--- src/adderPkg.sv ---
`default_nettype none

package adderPkg;

	localparam int wordWidth = 32; // operand and result width

	typedef logic [wordWidth-1:0] word_t; // operands, partial sums, result

	// prefix structure select
	localparam int speedSerial    = 0; // ripple chain, smallest
	localparam int speedBrentKung = 1; // up-sweep plus down-sweep tree
	localparam int speedSklansky  = 2; // log depth, high fan-out

endpackage

`default_nettype wire

--- src/AddCfast.sv ---
`timescale 1ns/100ps
`default_nettype none

module AddCfast #(
	parameter int width = 8, // chunk width, at least 2
	parameter int speed = 2  // prefix structure
) (
	input  logic [width-1:0] A,
	input  logic [width-1:0] B,
	input  logic             CI, // carry in, late arriving
	output logic [width-1:0] S,  // A + B + CI
	output logic             CO  // carry out of the top bit
);

	logic [width-1:0] gBit; // bit generate
	logic [width-1:0] pBit; // bit propagate, or form
	logic [width-1:0] xBit; // xor propagate for the sum
	logic [width-1:0] gGrp; // carry out of bit i

	assign gBit = A & B;
	assign pBit = A | B;
	assign xBit = pBit & ~gBit; // same as A ^ B

	PrefixAndOrCfast #(
		.width(width),
		.speed(speed)
	) carryTree (
		.GI(gBit),
		.PI(pBit),
		.CI(CI),
		.GO(gGrp),
		.PO()       // group propagate not needed here
	);

	assign S  = xBit ^ {gGrp[width-2:0], CI}; // carry into bit i is gGrp[i-1]
	assign CO = gGrp[width-1];

endmodule

`default_nettype wire

--- src/AddPipeStage.sv ---
`timescale 1ns/100ps
`default_nettype none

module AddPipeStage #(
	parameter int chunkWidth = 8, // bits added in this stage
	parameter int speed      = 2, // prefix structure
	parameter int stageIdx   = 0  // chunk owned by this stage
) (
	input  logic            clk,
	input  logic            arstN,
	input  logic            validIn,  // operation strobe
	input  logic            sub,      // subtract level, low past stage 0
	input  adderPkg::word_t aIn,
	input  adderPkg::word_t bIn,
	input  adderPkg::word_t sumIn,    // chunks below stageIdx done
	input  logic            carryIn,  // carry from previous chunk
	output logic            validOut,
	output adderPkg::word_t aOut,
	output adderPkg::word_t bOut,     // already conditioned
	output adderPkg::word_t sumOut,   // chunks 0..stageIdx done
	output logic            carryOut, // carry out of this chunk
	output logic            ovfOut    // meaningful in the last stage only
);

	localparam int numStages = adderPkg::wordWidth / chunkWidth;
	localparam int lsb       = stageIdx * chunkWidth; // chunk base bit
	localparam int msb       = adderPkg::wordWidth - 1;
	localparam bit isFirst   = (stageIdx == 0);
	localparam bit isLast    = (stageIdx == numStages - 1);

	typedef logic [chunkWidth-1:0] chunk_t; // one stage's slice

	adderPkg::word_t bCond;   // b, inverted when subtracting
	adderPkg::word_t sumNext; // partial sum with this chunk merged
	chunk_t          chunkSum;
	logic            cIn;     // carry into the chunk adder
	logic            cOut;
	logic            ovfNext;

	assign bCond = bIn ^ {adderPkg::wordWidth{sub}}; // ones complement
	assign cIn   = isFirst ? sub : carryIn; // the +1 of a - b enters here

	AddCfast #(
		.width(chunkWidth),
		.speed(speed)
	) chunkAdder (
		.A (aIn[lsb +: chunkWidth]),
		.B (bCond[lsb +: chunkWidth]),
		.CI(cIn),
		.S (chunkSum),
		.CO(cOut)
	);

	always_comb begin
		sumNext = sumIn;
		sumNext[lsb +: chunkWidth] = chunkSum;
	end

	// operand signs agree but result sign flips
	assign ovfNext = isLast && (aIn[msb] == bCond[msb])
		&& (chunkSum[chunkWidth-1] != aIn[msb]);

	always_ff @(posedge clk or negedge arstN) begin
		if (!arstN) begin
			validOut <= 1'b0;
			aOut     <= '0;
			bOut     <= '0;
			sumOut   <= '0;
			carryOut <= 1'b0;
			ovfOut   <= 1'b0;
		end else begin
			validOut <= validIn;
			if (validIn) begin // hold data between operations
				aOut     <= aIn;
				bOut     <= bCond;
				sumOut   <= sumNext;
				carryOut <= cOut;
				ovfOut   <= ovfNext;
			end
		end
	end

	// prefix tree result vs plain arithmetic, one edge later
	chunkSumMatch: assert property (@(posedge clk) disable iff (!arstN)
		validIn |=> {carryOut, sumOut[lsb +: chunkWidth]} ==
			{1'b0, $past(aIn[lsb +: chunkWidth])}
			+ $past(bCond[lsb +: chunkWidth]) + $past(cIn))
		else $error("stage %0d chunk sum mismatch", stageIdx);

	validKnown: assert property (@(posedge clk) disable iff (!arstN)
		!$isunknown(validOut))
		else $error("stage %0d validOut unknown", stageIdx);

endmodule

`default_nettype wire

--- src/PrefixAndOr.sv ---
`timescale 1ns/100ps
`default_nettype none

module PrefixAndOr #(
	parameter int width = 8,                      // bits in the prefix
	parameter int speed = adderPkg::speedSklansky // structure select
) (
	input  logic [width-1:0] GI, // bit generate
	input  logic [width-1:0] PI, // bit propagate
	output logic [width-1:0] GO, // group generate over bits 0..i
	output logic [width-1:0] PO  // group propagate over bits 0..i
);

	localparam int n = width;         // nodes per level
	localparam int m = $clog2(width); // depth of a full binary tree

	if (speed == adderPkg::speedSerial) begin : serialPrefix
		logic [n-1:0] gT; // running generate
		logic [n-1:0] pT; // running propagate

		assign gT[0] = GI[0];
		assign pT[0] = PI[0];
		for (genvar i = 1; i < n; i++) begin : chain
			assign gT[i] = GI[i] | (PI[i] & gT[i-1]); // one and-or per bit
			assign pT[i] = PI[i] & pT[i-1];
		end
		assign GO = gT;
		assign PO = pT;

	end else if (speed == adderPkg::speedBrentKung) begin : bkPrefix
		logic [n-1:0] gT [0:2*m-1]; // level 0 is the input
		logic [n-1:0] pT [0:2*m-1];

		assign gT[0] = GI;
		assign pT[0] = PI;

		// up-sweep, top node of each group joins the top of its lower half
		for (genvar l = 1; l <= m; l++) begin : upLevel
			for (genvar k = 0; k < 2**(m-l); k++) begin : upGroup
				for (genvar j = 0; j < 2**l; j++) begin : upNode
					localparam int pos = k * 2**l + j;
					localparam int src = k * 2**l + 2**(l-1) - 1;
					if (pos < n) begin : node // pruned past width
						if (j == 2**l - 1) begin : black
							assign gT[l][pos] = gT[l-1][pos]
								| (pT[l-1][pos] & gT[l-1][src]);
							assign pT[l][pos] = pT[l-1][pos] & pT[l-1][src];
						end else begin : white
							assign gT[l][pos] = gT[l-1][pos];
							assign pT[l][pos] = pT[l-1][pos];
						end
					end
				end
			end
		end

		// down-sweep fills the mid points from the group below
		for (genvar l = m + 1; l < 2*m; l++) begin : downLevel
			localparam int span = 2**(2*m - l);
			for (genvar k = 0; k < 2**(l-m); k++) begin : downGroup
				for (genvar j = 0; j < span; j++) begin : downNode
					localparam int pos = k * span + j;
					localparam int src = k * span - 1; // last node of previous group
					if (pos < n) begin : node
						if (k > 0 && j == span/2 - 1) begin : black
							assign gT[l][pos] = gT[l-1][pos]
								| (pT[l-1][pos] & gT[l-1][src]);
							assign pT[l][pos] = pT[l-1][pos] & pT[l-1][src];
						end else begin : white
							assign gT[l][pos] = gT[l-1][pos];
							assign pT[l][pos] = pT[l-1][pos];
						end
					end
				end
			end
		end
		assign GO = gT[2*m-1];
		assign PO = pT[2*m-1];

	end else if (speed == adderPkg::speedSklansky) begin : skPrefix
		logic [n-1:0] gT [0:m];
		logic [n-1:0] pT [0:m];

		assign gT[0] = GI;
		assign pT[0] = PI;

		// upper half of every group joins the top bit of its lower half
		for (genvar l = 1; l <= m; l++) begin : skLevel
			for (genvar k = 0; k < 2**(m-l); k++) begin : skGroup
				for (genvar j = 0; j < 2**l; j++) begin : skNode
					localparam int pos = k * 2**l + j;
					localparam int src = k * 2**l + 2**(l-1) - 1; // fans out to half
					if (pos < n) begin : node
						if (j >= 2**(l-1)) begin : black
							assign gT[l][pos] = gT[l-1][pos]
								| (pT[l-1][pos] & gT[l-1][src]);
							assign pT[l][pos] = pT[l-1][pos] & pT[l-1][src];
						end else begin : white
							assign gT[l][pos] = gT[l-1][pos];
							assign pT[l][pos] = pT[l-1][pos];
						end
					end
				end
			end
		end
		assign GO = gT[m];
		assign PO = pT[m];

	end else begin : badSpeed
		$error("PrefixAndOr: unknown speed %0d", speed);
	end

endmodule

`default_nettype wire

--- src/PrefixAndOrCfast.sv ---
`timescale 1ns/100ps
`default_nettype none

module PrefixAndOrCfast #(
	parameter int width = 8, // bits in the prefix
	parameter int speed = 2  // sklansky unless overridden
) (
	input  logic [width-1:0] GI, // bit generate
	input  logic [width-1:0] PI, // bit propagate
	input  logic             CI, // late carry in
	output logic [width-1:0] GO, // group generate incl. carry in
	output logic [width-1:0] PO  // group propagate
);

	logic [width-1:0] gT; // prefix result without carry
	logic [width-1:0] pT;

	PrefixAndOr #(
		.width(width),
		.speed(speed)
	) prefixCore (
		.GI(GI),
		.PI(PI),
		.GO(gT),
		.PO(pT)
	);

	// one extra and-or level, so CI never enters the tree
	assign GO = gT | (pT & {width{CI}});
	assign PO = pT;

endmodule

`default_nettype wire

--- src/WideAdderTop.sv ---
`timescale 1ns/100ps
`default_nettype none

module WideAdderTop #(
	parameter int chunkWidth = 8,                      // must divide wordWidth
	parameter int speed      = adderPkg::speedSklansky // prefix structure
) (
	input  logic            clk,
	input  logic            arstN,
	input  logic            inValid,  // one operation per strobe
	input  logic            sub,      // sampled with inValid
	input  adderPkg::word_t a,
	input  adderPkg::word_t b,
	output logic            outValid, // numStages edges after inValid
	output adderPkg::word_t sum,
	output logic            carryOut, // not-borrow when subtracting
	output logic            overflow  // signed overflow
);

	localparam int numStages = adderPkg::wordWidth / chunkWidth;

	// index k feeds stage k, index k+1 is its output
	logic [numStages:0] validPipe;
	logic [numStages:0] carryPipe;
	logic [numStages:1] ovfPipe; // only the last one is read
	adderPkg::word_t    aPipe   [0:numStages];
	adderPkg::word_t    bPipe   [0:numStages];
	adderPkg::word_t    sumPipe [0:numStages];

	assign validPipe[0] = inValid;
	assign carryPipe[0] = 1'b0; // stage 0 takes sub as its carry
	assign aPipe[0]     = a;
	assign bPipe[0]     = b;
	assign sumPipe[0]   = '0;

	for (genvar k = 0; k < numStages; k++) begin : stageGen
		AddPipeStage #(
			.chunkWidth(chunkWidth),
			.speed     (speed),
			.stageIdx  (k)
		) stage (
			.clk     (clk),
			.arstN   (arstN),
			.validIn (validPipe[k]),
			.sub     ((k == 0) ? sub : 1'b0), // b is conditioned once
			.aIn     (aPipe[k]),
			.bIn     (bPipe[k]),
			.sumIn   (sumPipe[k]),
			.carryIn (carryPipe[k]),
			.validOut(validPipe[k+1]),
			.aOut    (aPipe[k+1]),
			.bOut    (bPipe[k+1]),
			.sumOut  (sumPipe[k+1]),
			.carryOut(carryPipe[k+1]),
			.ovfOut  (ovfPipe[k+1])
		);
	end

	assign outValid = validPipe[numStages];
	assign sum      = sumPipe[numStages];
	assign carryOut = carryPipe[numStages];
	assign overflow = ovfPipe[numStages];

endmodule

`default_nettype wire

--- config.mk ---
export PLATFORM = sky130hd
export DESIGN_NAME = WideAdderTop
export DESIGN_NICKNAME = d
export VERILOG_FILES = /design/src/adderPkg.sv /design/src/AddCfast.sv /design/src/AddPipeStage.sv /design/src/PrefixAndOr.sv /design/src/PrefixAndOrCfast.sv /design/src/WideAdderTop.sv
export SDC_FILE = /design/constraint.sdc
export NUM_CORES = 1
export LEC_CHECK = 0
export BUFFER_PORTS_ARGS = -buffer_cell sky130_fd_sc_hd__buf_2
export CAP_MARGIN = 25
export CORE_MARGIN = 2
export CORE_UTILIZATION = 55
export DETAILED_ROUTE_END_ITERATION = 16
export GPL_TIMING_DRIVEN = 0
export MAX_ROUTING_LAYER = met4
export PLACE_DENSITY = 0.78
export SYNTH_ARGS = -nofsm -noshare
export SYNTH_HDL_FRONTEND = slang
export SYNTH_HIERARCHICAL = 1
export SYNTH_SLANG_ARGS = --single-unit
--- constraint.sdc ---
create_clock -name clk -period 4.05 [get_ports clk]
set_input_delay 0.405 -clock clk [delete_from_list [all_inputs] [get_ports clk]]
set_output_delay 0.405 -clock clk [all_outputs]
set_load 0.02 [all_outputs]
# Word level (Yosys, flattened, before mapping)
# Cells that the tools add are included.
# totals
word_cells	195
ff_bits	281
output_inout_bits	35
input_bits	68
# op_classes
bitwise_logic	173
n_reduce_logical	1
eq_ne	2
# ops
cell	count
1-bit bitwise AND	96
8-bit bitwise AND	12
8-bit bitwise OR	8
1-bit bitwise OR	48
8-bit NOT	4
32-bit bitwise XOR	1
8-bit bitwise XOR	4
1-bit == test	1
1-bit logical AND	1
1-bit != test	1

# Depth between registers and ports, before layout
# Gate-level depths: netlist of run 1.
# logic_depth
word_depth	11
depth_mapped	13
mapped_depth_nobuf	11

# Cells and area by module
# The synthesis of run 1 kept the hierarchy.
# modules_own_cells
module	instances	cells_per_inst	area_per_inst_um2	seq_area_each_um2
AddPipeStage (stageGen[0].stage ...)	2	270	4037.6	2452.4
AddPipeStage (stageGen[2].stage)	1	270	3962.6	2452.4
AddPipeStage (stageGen[3].stage)	1	276	3942.5	2477.4
AddCfast	4	48	360.3	0.0
PrefixAndOr	4	27	161.4	0.0
PrefixAndOrCfast	4	9	71.3	0.0
WideAdderTop	1	1	3.8	0.0

# Worst setup path before layout of run 1
# Ideal clock, no wire load.
# synth_path
kind	input -> register
startpoint	in sub
endpoint	reg stageGen[0].stage.sumOut[7]
arrival_time_ns	2.042
path_stages	12
n_path_buf	2
setup_time_ns	0.125
slack_ns	1.883
required_time_ns	3.925
cell_sequence	buf_6 -> buf_12 -> xor2_1 -> inv_1 -> ha_1 -> inv_1 -> a21o_1 -> a21oi_1 -> o21ai_0 -> a21o_1 -> xor2_1 -> mux2_2
# synth_via
word_cells_on_any_way	26
classes_between	26 x bitwise
# synth_lines
item	line_no	rtl
start, declared	WideAdderTop.sv:11	input logic sub,
32-bit bitwise XOR *	AddPipeStage.sv:40	assign bCond = bIn ^ {adderPkg::wordWidth{sub}};
net stageGen[0].stage.bCond[5]	AddPipeStage.sv:33	adderPkg::word_t bCond;
8-bit bitwise OR *	AddCfast.sv:21	assign pBit = A | B;
net stageGen[0].stage.chunkAdder.pBit[5]	AddCfast.sv:16	logic [width-1:0] pBit;
1-bit bitwise AND	PrefixAndOr.sv:96	| (pT[l-1][pos] & gT[l-1][src]);
1-bit bitwise OR	PrefixAndOr.sv:96	
1-bit bitwise AND	PrefixAndOr.sv:96	
1-bit bitwise OR	PrefixAndOr.sv:96	
1-bit bitwise OR *	PrefixAndOr.sv:96	
net stageGen[0].stage.chunkAdder.carryTree.gT[6]	PrefixAndOrCfast.sv:15	logic [width-1:0] gT;
8-bit bitwise OR *	PrefixAndOrCfast.sv:29	assign GO = gT | (pT & {width{CI}});
net stageGen[0].stage.chunkAdder.gGrp[6]	AddCfast.sv:18	logic [width-1:0] gGrp;
8-bit bitwise XOR *	AddCfast.sv:35	assign S = xBit ^ {gGrp[width-2:0], CI};
net stageGen[0].stage.chunkSum[7]	AddPipeStage.sv:35	chunk_t chunkSum;
end signal, assigned	AddPipeStage.sv:76	sumOut <= sumNext;
end, declared	AddPipeStage.sv:20	output adderPkg::word_t sumOut,
# The timed path passes the listed nets; every way through them passes the cells marked *.
# A chain may end at the register's enable or synchronous reset.

# Worst setup path in the final report of run 1
# layout_path
startpoint	reg stageGen[2].stage.bOut[29]
endpoint	reg stageGen[3].stage.ovfOut
# layout_via
elab_chain_len	10
word_cells_on_any_way	16
classes_between	1 x eq/ne; 14 x bitwise; 1 x reduce/logical
# layout_rtl
item	line_no	rtl
start, declared	AddPipeStage.sv:19	output adderPkg::word_t bOut,
start signal, assigned	AddPipeStage.sv:75	bOut <= bCond;
8-bit bitwise OR *	AddCfast.sv:21	
net stageGen[3].stage.chunkAdder.pBit[5]	AddCfast.sv:16	
1-bit bitwise AND	PrefixAndOr.sv:96	
1-bit bitwise OR	PrefixAndOr.sv:96	
1-bit bitwise AND	PrefixAndOr.sv:96	
1-bit bitwise OR	PrefixAndOr.sv:96	
1-bit bitwise OR *	PrefixAndOr.sv:96	
net stageGen[3].stage.chunkAdder.carryTree.gT[6]	PrefixAndOrCfast.sv:15	
8-bit bitwise OR *	PrefixAndOrCfast.sv:29	
net stageGen[3].stage.chunkAdder.gGrp[6]	AddCfast.sv:18	
8-bit bitwise XOR *	AddCfast.sv:35	
net stageGen[3].stage.chunkSum[7]	AddPipeStage.sv:35	
1-bit != test *	AddPipeStage.sv:61	&& (chunkSum[chunkWidth-1] != aIn[msb]);
1-bit logical AND *	AddPipeStage.sv:61	
end signal, assigned	AddPipeStage.sv:78	ovfOut <= ovfNext;
end, declared	AddPipeStage.sv:22	output logic ovfOut
# Marks and branches as above.

==> metrics, run 1 <==
CP startpoint=stageGen[2].stage/bOut[29]; measured slew at the worst slew-check pin=0.681 ns; reg2reg setup slack=1.69 ns; Routed WL per cell=14.5 microns; GRT Overall Usage=20.4%; Die W=141 microns; Worst Reg-to-Reg Cells=11; drt pass-1 iters=4; core box area=0.0181 sq mm; pwr dens=554 mW/mm^2; Rel. slew slack=54.6%; DRC=0; clock-pin slew on the worst setup and hold paths=0.07 ns; CP endpoint kind=register; Post-CTS Setup Bufs=0; max_cap viols=0; Synth Cell Area=0.0103 sq mm; die area=0.0198 sq mm; CTS Buf Count=17; reg-to-reg startpoint=stageGen[2].stage/bOut[29]; Detailed Place HPWL=13600 microns; Synth Warn #=6; final hold vios=0; Die Y=141 microns; worst clock skew=0.0100 ns; GR Overflow Total=0; Root Driver=clkbuf_16; drt initial violations=252; CP Class=register to register; antenna violations before repair=3; Critical Path AT=2.71 ns; reg-to-reg endpoint=stageGen[3].stage/ovfOut; Cells after Synth=885; Max IR drop VDD=0.421 mV; Setup Viol. Count Final=0; Hold WS=0.139 ns; syn avg cell area=11.6 sq um; required time of the critical path=4.40 ns; largest net degree at the start of global routing=95; crit path max fanout=5; Longest Clk Path Bufs=2; IO Port Bufs=102; H-tree depth=4; final core area utilization=64.5%; # rows=49; RSZ-0062 raised after global routing=no; Final min period=2.36 ns; Layout area overhead=14.0%; Starting Density=56.5%; final WL=18200 microns; setup TNS=0 ns; CTS tree=yes; final worst-path cycle share=58.4%; leak pwr=5.76 nW; Vias=6231; status=finished, final reports clean; Routed Antenna Nets=0; worst hold path type=primary input to register; global-route wire length before repair=31000 microns; Worst-Skew Late Latency=0.43 ns; via/cell ratio=4.97; final slew viol count=0; Worst Hold Depth=1; Fmax achieved=423 MHz; startpoint types=register; Worst Setup EP=stageGen[3].stage/ovfOut; vias in the first global route=6419; proportion of layout cells with a drive suffix above 1=35.5%; TritonCTS Sinks=185; fin nets=1142; I/O pins=103; RePlAce Congestion=0.850
## stage by stage
stage	total power [mW]	area (sq um)	cells	setup WS (ns)
floorplan	4.26	10300	887	1.90
global placement	4.77	11100	1218	-0.328
detailed placement	4.86	11100	1219	1.63
CTS	6.55	11700	1250	1.72
global route	6.90	11700	1253	1.50
finish	6.48	11700	1253	1.69
## registers in the layout (all words and copies together), names as in the netlist
| name | flops |
|---|---|
| stageGen.stage/aOut | 48 |
| stageGen.stage/ovfOut | 1 |
| stageGen.stage/carryOut | 4 |
| stageGen.stage/bOut | 48 |
| stageGen.stage/validOut | 4 |
| stageGen.stage/sumOut | 80 |
## how the worst min path moves through the flow
| stage | slack [ns] | from | to |
|---|---|---|---|
| floorplan | 0.11 | arstN | stageGen[0].stage/aOut[10] |
| global placement | 0.37 | stageGen[2].stage/validOut | stageGen[3].stage/validOut |
| detailed placement | 0.38 | stageGen[2].stage/validOut | stageGen[3].stage/validOut |
| CTS | 0.12 | inValid | stageGen[0].stage/validOut |
| global route | 0.12 | inValid | stageGen[0].stage/validOut |
| finish | 0.14 | inValid | stageGen[0].stage/validOut |
## layout by cell type (no fill, tap or decap), drive strengths merged, types with 8 or more instances in the layout
| cell type | instances |
|---|---|
| dfrtp | 185 |
| buf | 165 |
| mux2 | 132 |
| inv | 119 |
| ha | 64 |
| xor2 | 63 |
| a21oi | 60 |
| nor2 | 53 |
| xnor2 | 49 |
| a21o | 44 |
| clkbuf | 18 |
| nand2 | 8 |
| and3 | 8 |
## area by class of cell
class,instances,area [sq um]
antenna,3,7.51
clock buffer,18,429
tap,229,287
fill,1433,6450
sequential,185,4630
inverter,117,439
timing repair buffer,104,558
multi-input combinational,523,4620
clock inverter,12,150
buffer,62,574
## report_power, final
group	switching, mW	internal, mW	total, mW
registers	0.307	2.39	2.70
logic	1.08	1.06	2.13
clock network	0.687	0.964	1.65
total	2.07	4.41	6.48
## repair_timing
action                     4_1_cts  5_1_grt
hold endpoints to repair         1        0
setup endpoints to repair        0        0
hold buffers                     1        0
gates resized for setup          0        0
## layer usage
layer / track usage [%] / vias up / wire, microns
met5: - / - / 0
met4: 6.32 / 0 / 257
met3: 4.25 / 20 / 747
met2: 33.5 / 109 / 8890
met1: 25.6 / 2988 / 8280
li1: - / 3114 / -
## worst max-delay path: stages, from the launching register on
cell,delay [ns]
dfrtp_1,0.38
xor2_1,0.16
inv_1,0.06
ha_1,0.13
inv_1,0.08
a21o_1,0.20
a21oi_1,0.26
o21ai_0,0.14
a21o_1,0.18
xor2_1,0.16
or3b_1,0.38
a31oi_1,0.16
Note: power is estimated with default switching activity, not from simulation.
==> inputs of run 2 (changes only) <==
Settings changed: PLACE_DENSITY 0.78 to 0.81.
Clock period 4.05 ns to 2.05 ns, I/O delays scaled along.
==> metrics, run 2 (same netlist as run 1, synthesis figures left out) <==
status=finished, violations left; violated checks=negative setup slack; required time of the critical path=2.40 ns (-2.00 ns); worst clock skew=0.0101 ns (+0.0000950 ns); final worst-path cycle share=107% (+49 points); # rows=49 (unchanged); Die Y=141 microns (unchanged); Starting Density=56.5% (unchanged); setup TNS=-0.485 ns (-0.485 ns); largest net degree at the start of global routing=95 (unchanged); CP endpoint kind=register; proportion of layout cells with a drive suffix above 1=38.2% (+2.8 points); vias in the first global route=6479 (+0.93%); sequential power share=41.3% (-0.3 points); Worst Reg-to-Reg Cells=11 (unchanged); startpoint types=register; Die W=141 microns (unchanged); CTS tree=yes; switching power=4.26 mW (+110%); Setup Viol. Count Final=8 (+8); pwr dens=1070 mW/mm^2 (+93%); reg-to-reg endpoint=stageGen[3].stage/ovfOut; commonest non-fill, non-tap cell in the layout=dfrtp_1; measured slew at the worst slew-check pin=0.702 ns (+0.0209 ns); placed instance area=0.0111 sq mm (about the same); reg2reg setup slack=-0.15 ns (-1.84 ns); Detailed Place HPWL=13600 microns (about the same); Rel. slew slack=53.2% (-1.4 points); global-route wire length before repair=30600 microns (-1.5%); crit path max fanout=5 (unchanged); core box area=0.0181 sq mm (unchanged); met2 wire length=9260 microns (+4.2%); Multi-input gate area=0.00476 sq mm (+3.1%); Layout fillers=1331 (-7.1%); worst hold path type=primary input to register; TritonCTS Sinks=185 (unchanged); DRC=0 (unchanged); via/cell ratio=5.04 (+1.3%); Worst-Skew Late Latency=0.43 ns (about the same); Longest Clk Path Bufs=2 (unchanged); CP Class=register to register; drt pass-1 iters=5 (+1); Routed WL per cell=14.5 microns (-0.22%); H-tree depth=4 (unchanged); max reg flops=80 (unchanged); antenna violations before repair=5 (+2); clock power share=24.2% (-1.3 points); Biggest register=stageGen.stage/sumOut; CP startpoint=stageGen[2].stage/bOut[29]; Sw Ratio=32.9% (+0.97 points); final hold vios=0 (unchanged); Layout area overhead=18.0%; die area=0.0198 sq mm (unchanged); clock-pin slew on the worst setup and hold paths=0.07 ns (about the same); total power=12.9 mW (+99%); leak pwr=5.91 nW (+2.5%); FF/Latch Area=0.00463 sq mm (unchanged); final slew viol count=0 (unchanged); Max IR drop VDD=0.933 mV (+120%); max_cap viols=0 (unchanged); GR Overflow Total=0 (unchanged); WL met3=1000 microns (+34%); IO Port Bufs=102 (unchanged); Regs by FF count=stageGen.stage/sumOut: 80 flops, stageGen.stage/aOut: 48 flops, stageGen.stage/bOut: 48 flops; top layer in use=met4; Fmax achieved=454 MHz (+7.4%); RePlAce Congestion=0.873 (+2.7%); GRT Overall Usage=20.1% (-0.29 points); Comb power frac=34.5% (+1.6 points); Hold WS=0.0361 ns (-0.102 ns); Critical Path AT=2.55 ns (-0.16 ns); final worst slack=-0.152 ns (-1.84 ns); RSZ-0062 raised after global routing=yes; fin nets=1172 (+2.6%); I/O pins=103 (unchanged); drt initial violations=221 (-12%); Root Driver=clkbuf_16; P_int=8.67 mW (+97%); reg-to-reg startpoint=stageGen[2].stage/bOut[29]; Final min period=2.20 ns (-0.162 ns); CTS Buf Count=17 (unchanged); Worst Setup EP=stageGen[3].stage/ovfOut; WL met1=8140 microns (-1.8%); commonest non-fill, non-tap cells in the layout=dfrtp_1 (185), buf_2 (120), inv_1 (107), mux2_2 (103), ha_1 (61); Vias=6489 (+4.1%); Routed Antenna Nets=0 (unchanged); final instance area=0.0121 sq mm (+3.5%); final WL=18600 microns (+2.6%)
[run 2: changes by cell type in the layout (fill, tap and decap cells not counted), sizes merged]
cell | before | now
inv | 119 | 124
clkbuf | 18 | 17
clkinvlp | 0 | 4
buf | 165 | 175
dlygate4sd3 | 1 | 21
bufinv | 3 | 1
clkinv | 7 | 2
diode | 3 | 7
[run 2: routing by layer]
metal  vias to the layer above  track usage, %
met5                         -               -
met4                         0            6.32
met3                        22            5.26
met2                       125            32.9
met1                      3158            24.6
li1                       3184               -
[run 2: worst min path at each step]
stage	from	cells after the start	to	slack, ns
6_report	a[17]	2	stageGen[0].stage/aOut[17]	0.04
5_1_grt	a[17]	2	stageGen[0].stage/aOut[17]	0.02
4_1_cts	a[17]	2	stageGen[0].stage/aOut[17]	0.007
3_5_place_dp	arstN	1	stageGen[1].stage/aOut[26]	0.26
3_3_place_gp	stageGen[2].stage/validOut	0	stageGen[3].stage/validOut	0.36
2_1_floorplan	arstN	0	stageGen[0].stage/aOut[10]	-0.09
[run 2: critical path, stage by stage, from the launching register on]
cell and delay, ns:
dfrtp_1 0.39, xor2_1 0.16, inv_1 0.07, ha_1 0.13
inv_1 0.08, a21o_1 0.19, a21oi_2 0.18, o21ai_2 0.08
a21o_1 0.18, xor2_2 0.16, or3b_1 0.37, a31oi_1 0.14
[run 2: layout make-up]
type,count,area share (%)
diodes,7,0.145
flip-flops and latches,185,38.2
well taps,229,2.37
inverters,117,3.63
clock inverters,14,1.12
plain buffers,62,4.74
clock buffers,17,3.51
repair buffers,134,6.88
multi-input cells,523,39.4
[run 2: metrics by stage]
| step | setup slack, ns | cells | util (%) |
|---|---|---|---|
| 2_1_floorplan | 0.0138 | 887 | - |
| 3_3_place_gp | -2.08 | 1218 | 61.0 |
| 3_5_place_dp | -0.259 | 1219 | 61.2 |
| 4_1_cts | -0.120 | 1276 | 65.8 |
| 5_1_grt | -0.256 | 1286 | 66.7 |
| 6_report | -0.152 | 1288 | 66.7 |
[run 2: power groups by stage]
stage	Combinational, mW	Sequential, mW	Clock (mW)
after floorplan	2.77	5.65	0
after global placement	4.05	5.36	0
after detailed placement	4.20	5.40	0
after CTS	4.32	5.35	3.20
after global routing	4.87	5.49	3.36
final	4.46	5.35	3.13
[run 2: what timing repair did]
action,CTS,global route
setup buffers,5,5
gates cloned,0,0
gates resized for setup,11,25
hold buffers,21,0
hold endpoints to repair,113,0
setup endpoints to repair,8,13
pin swaps,13,10
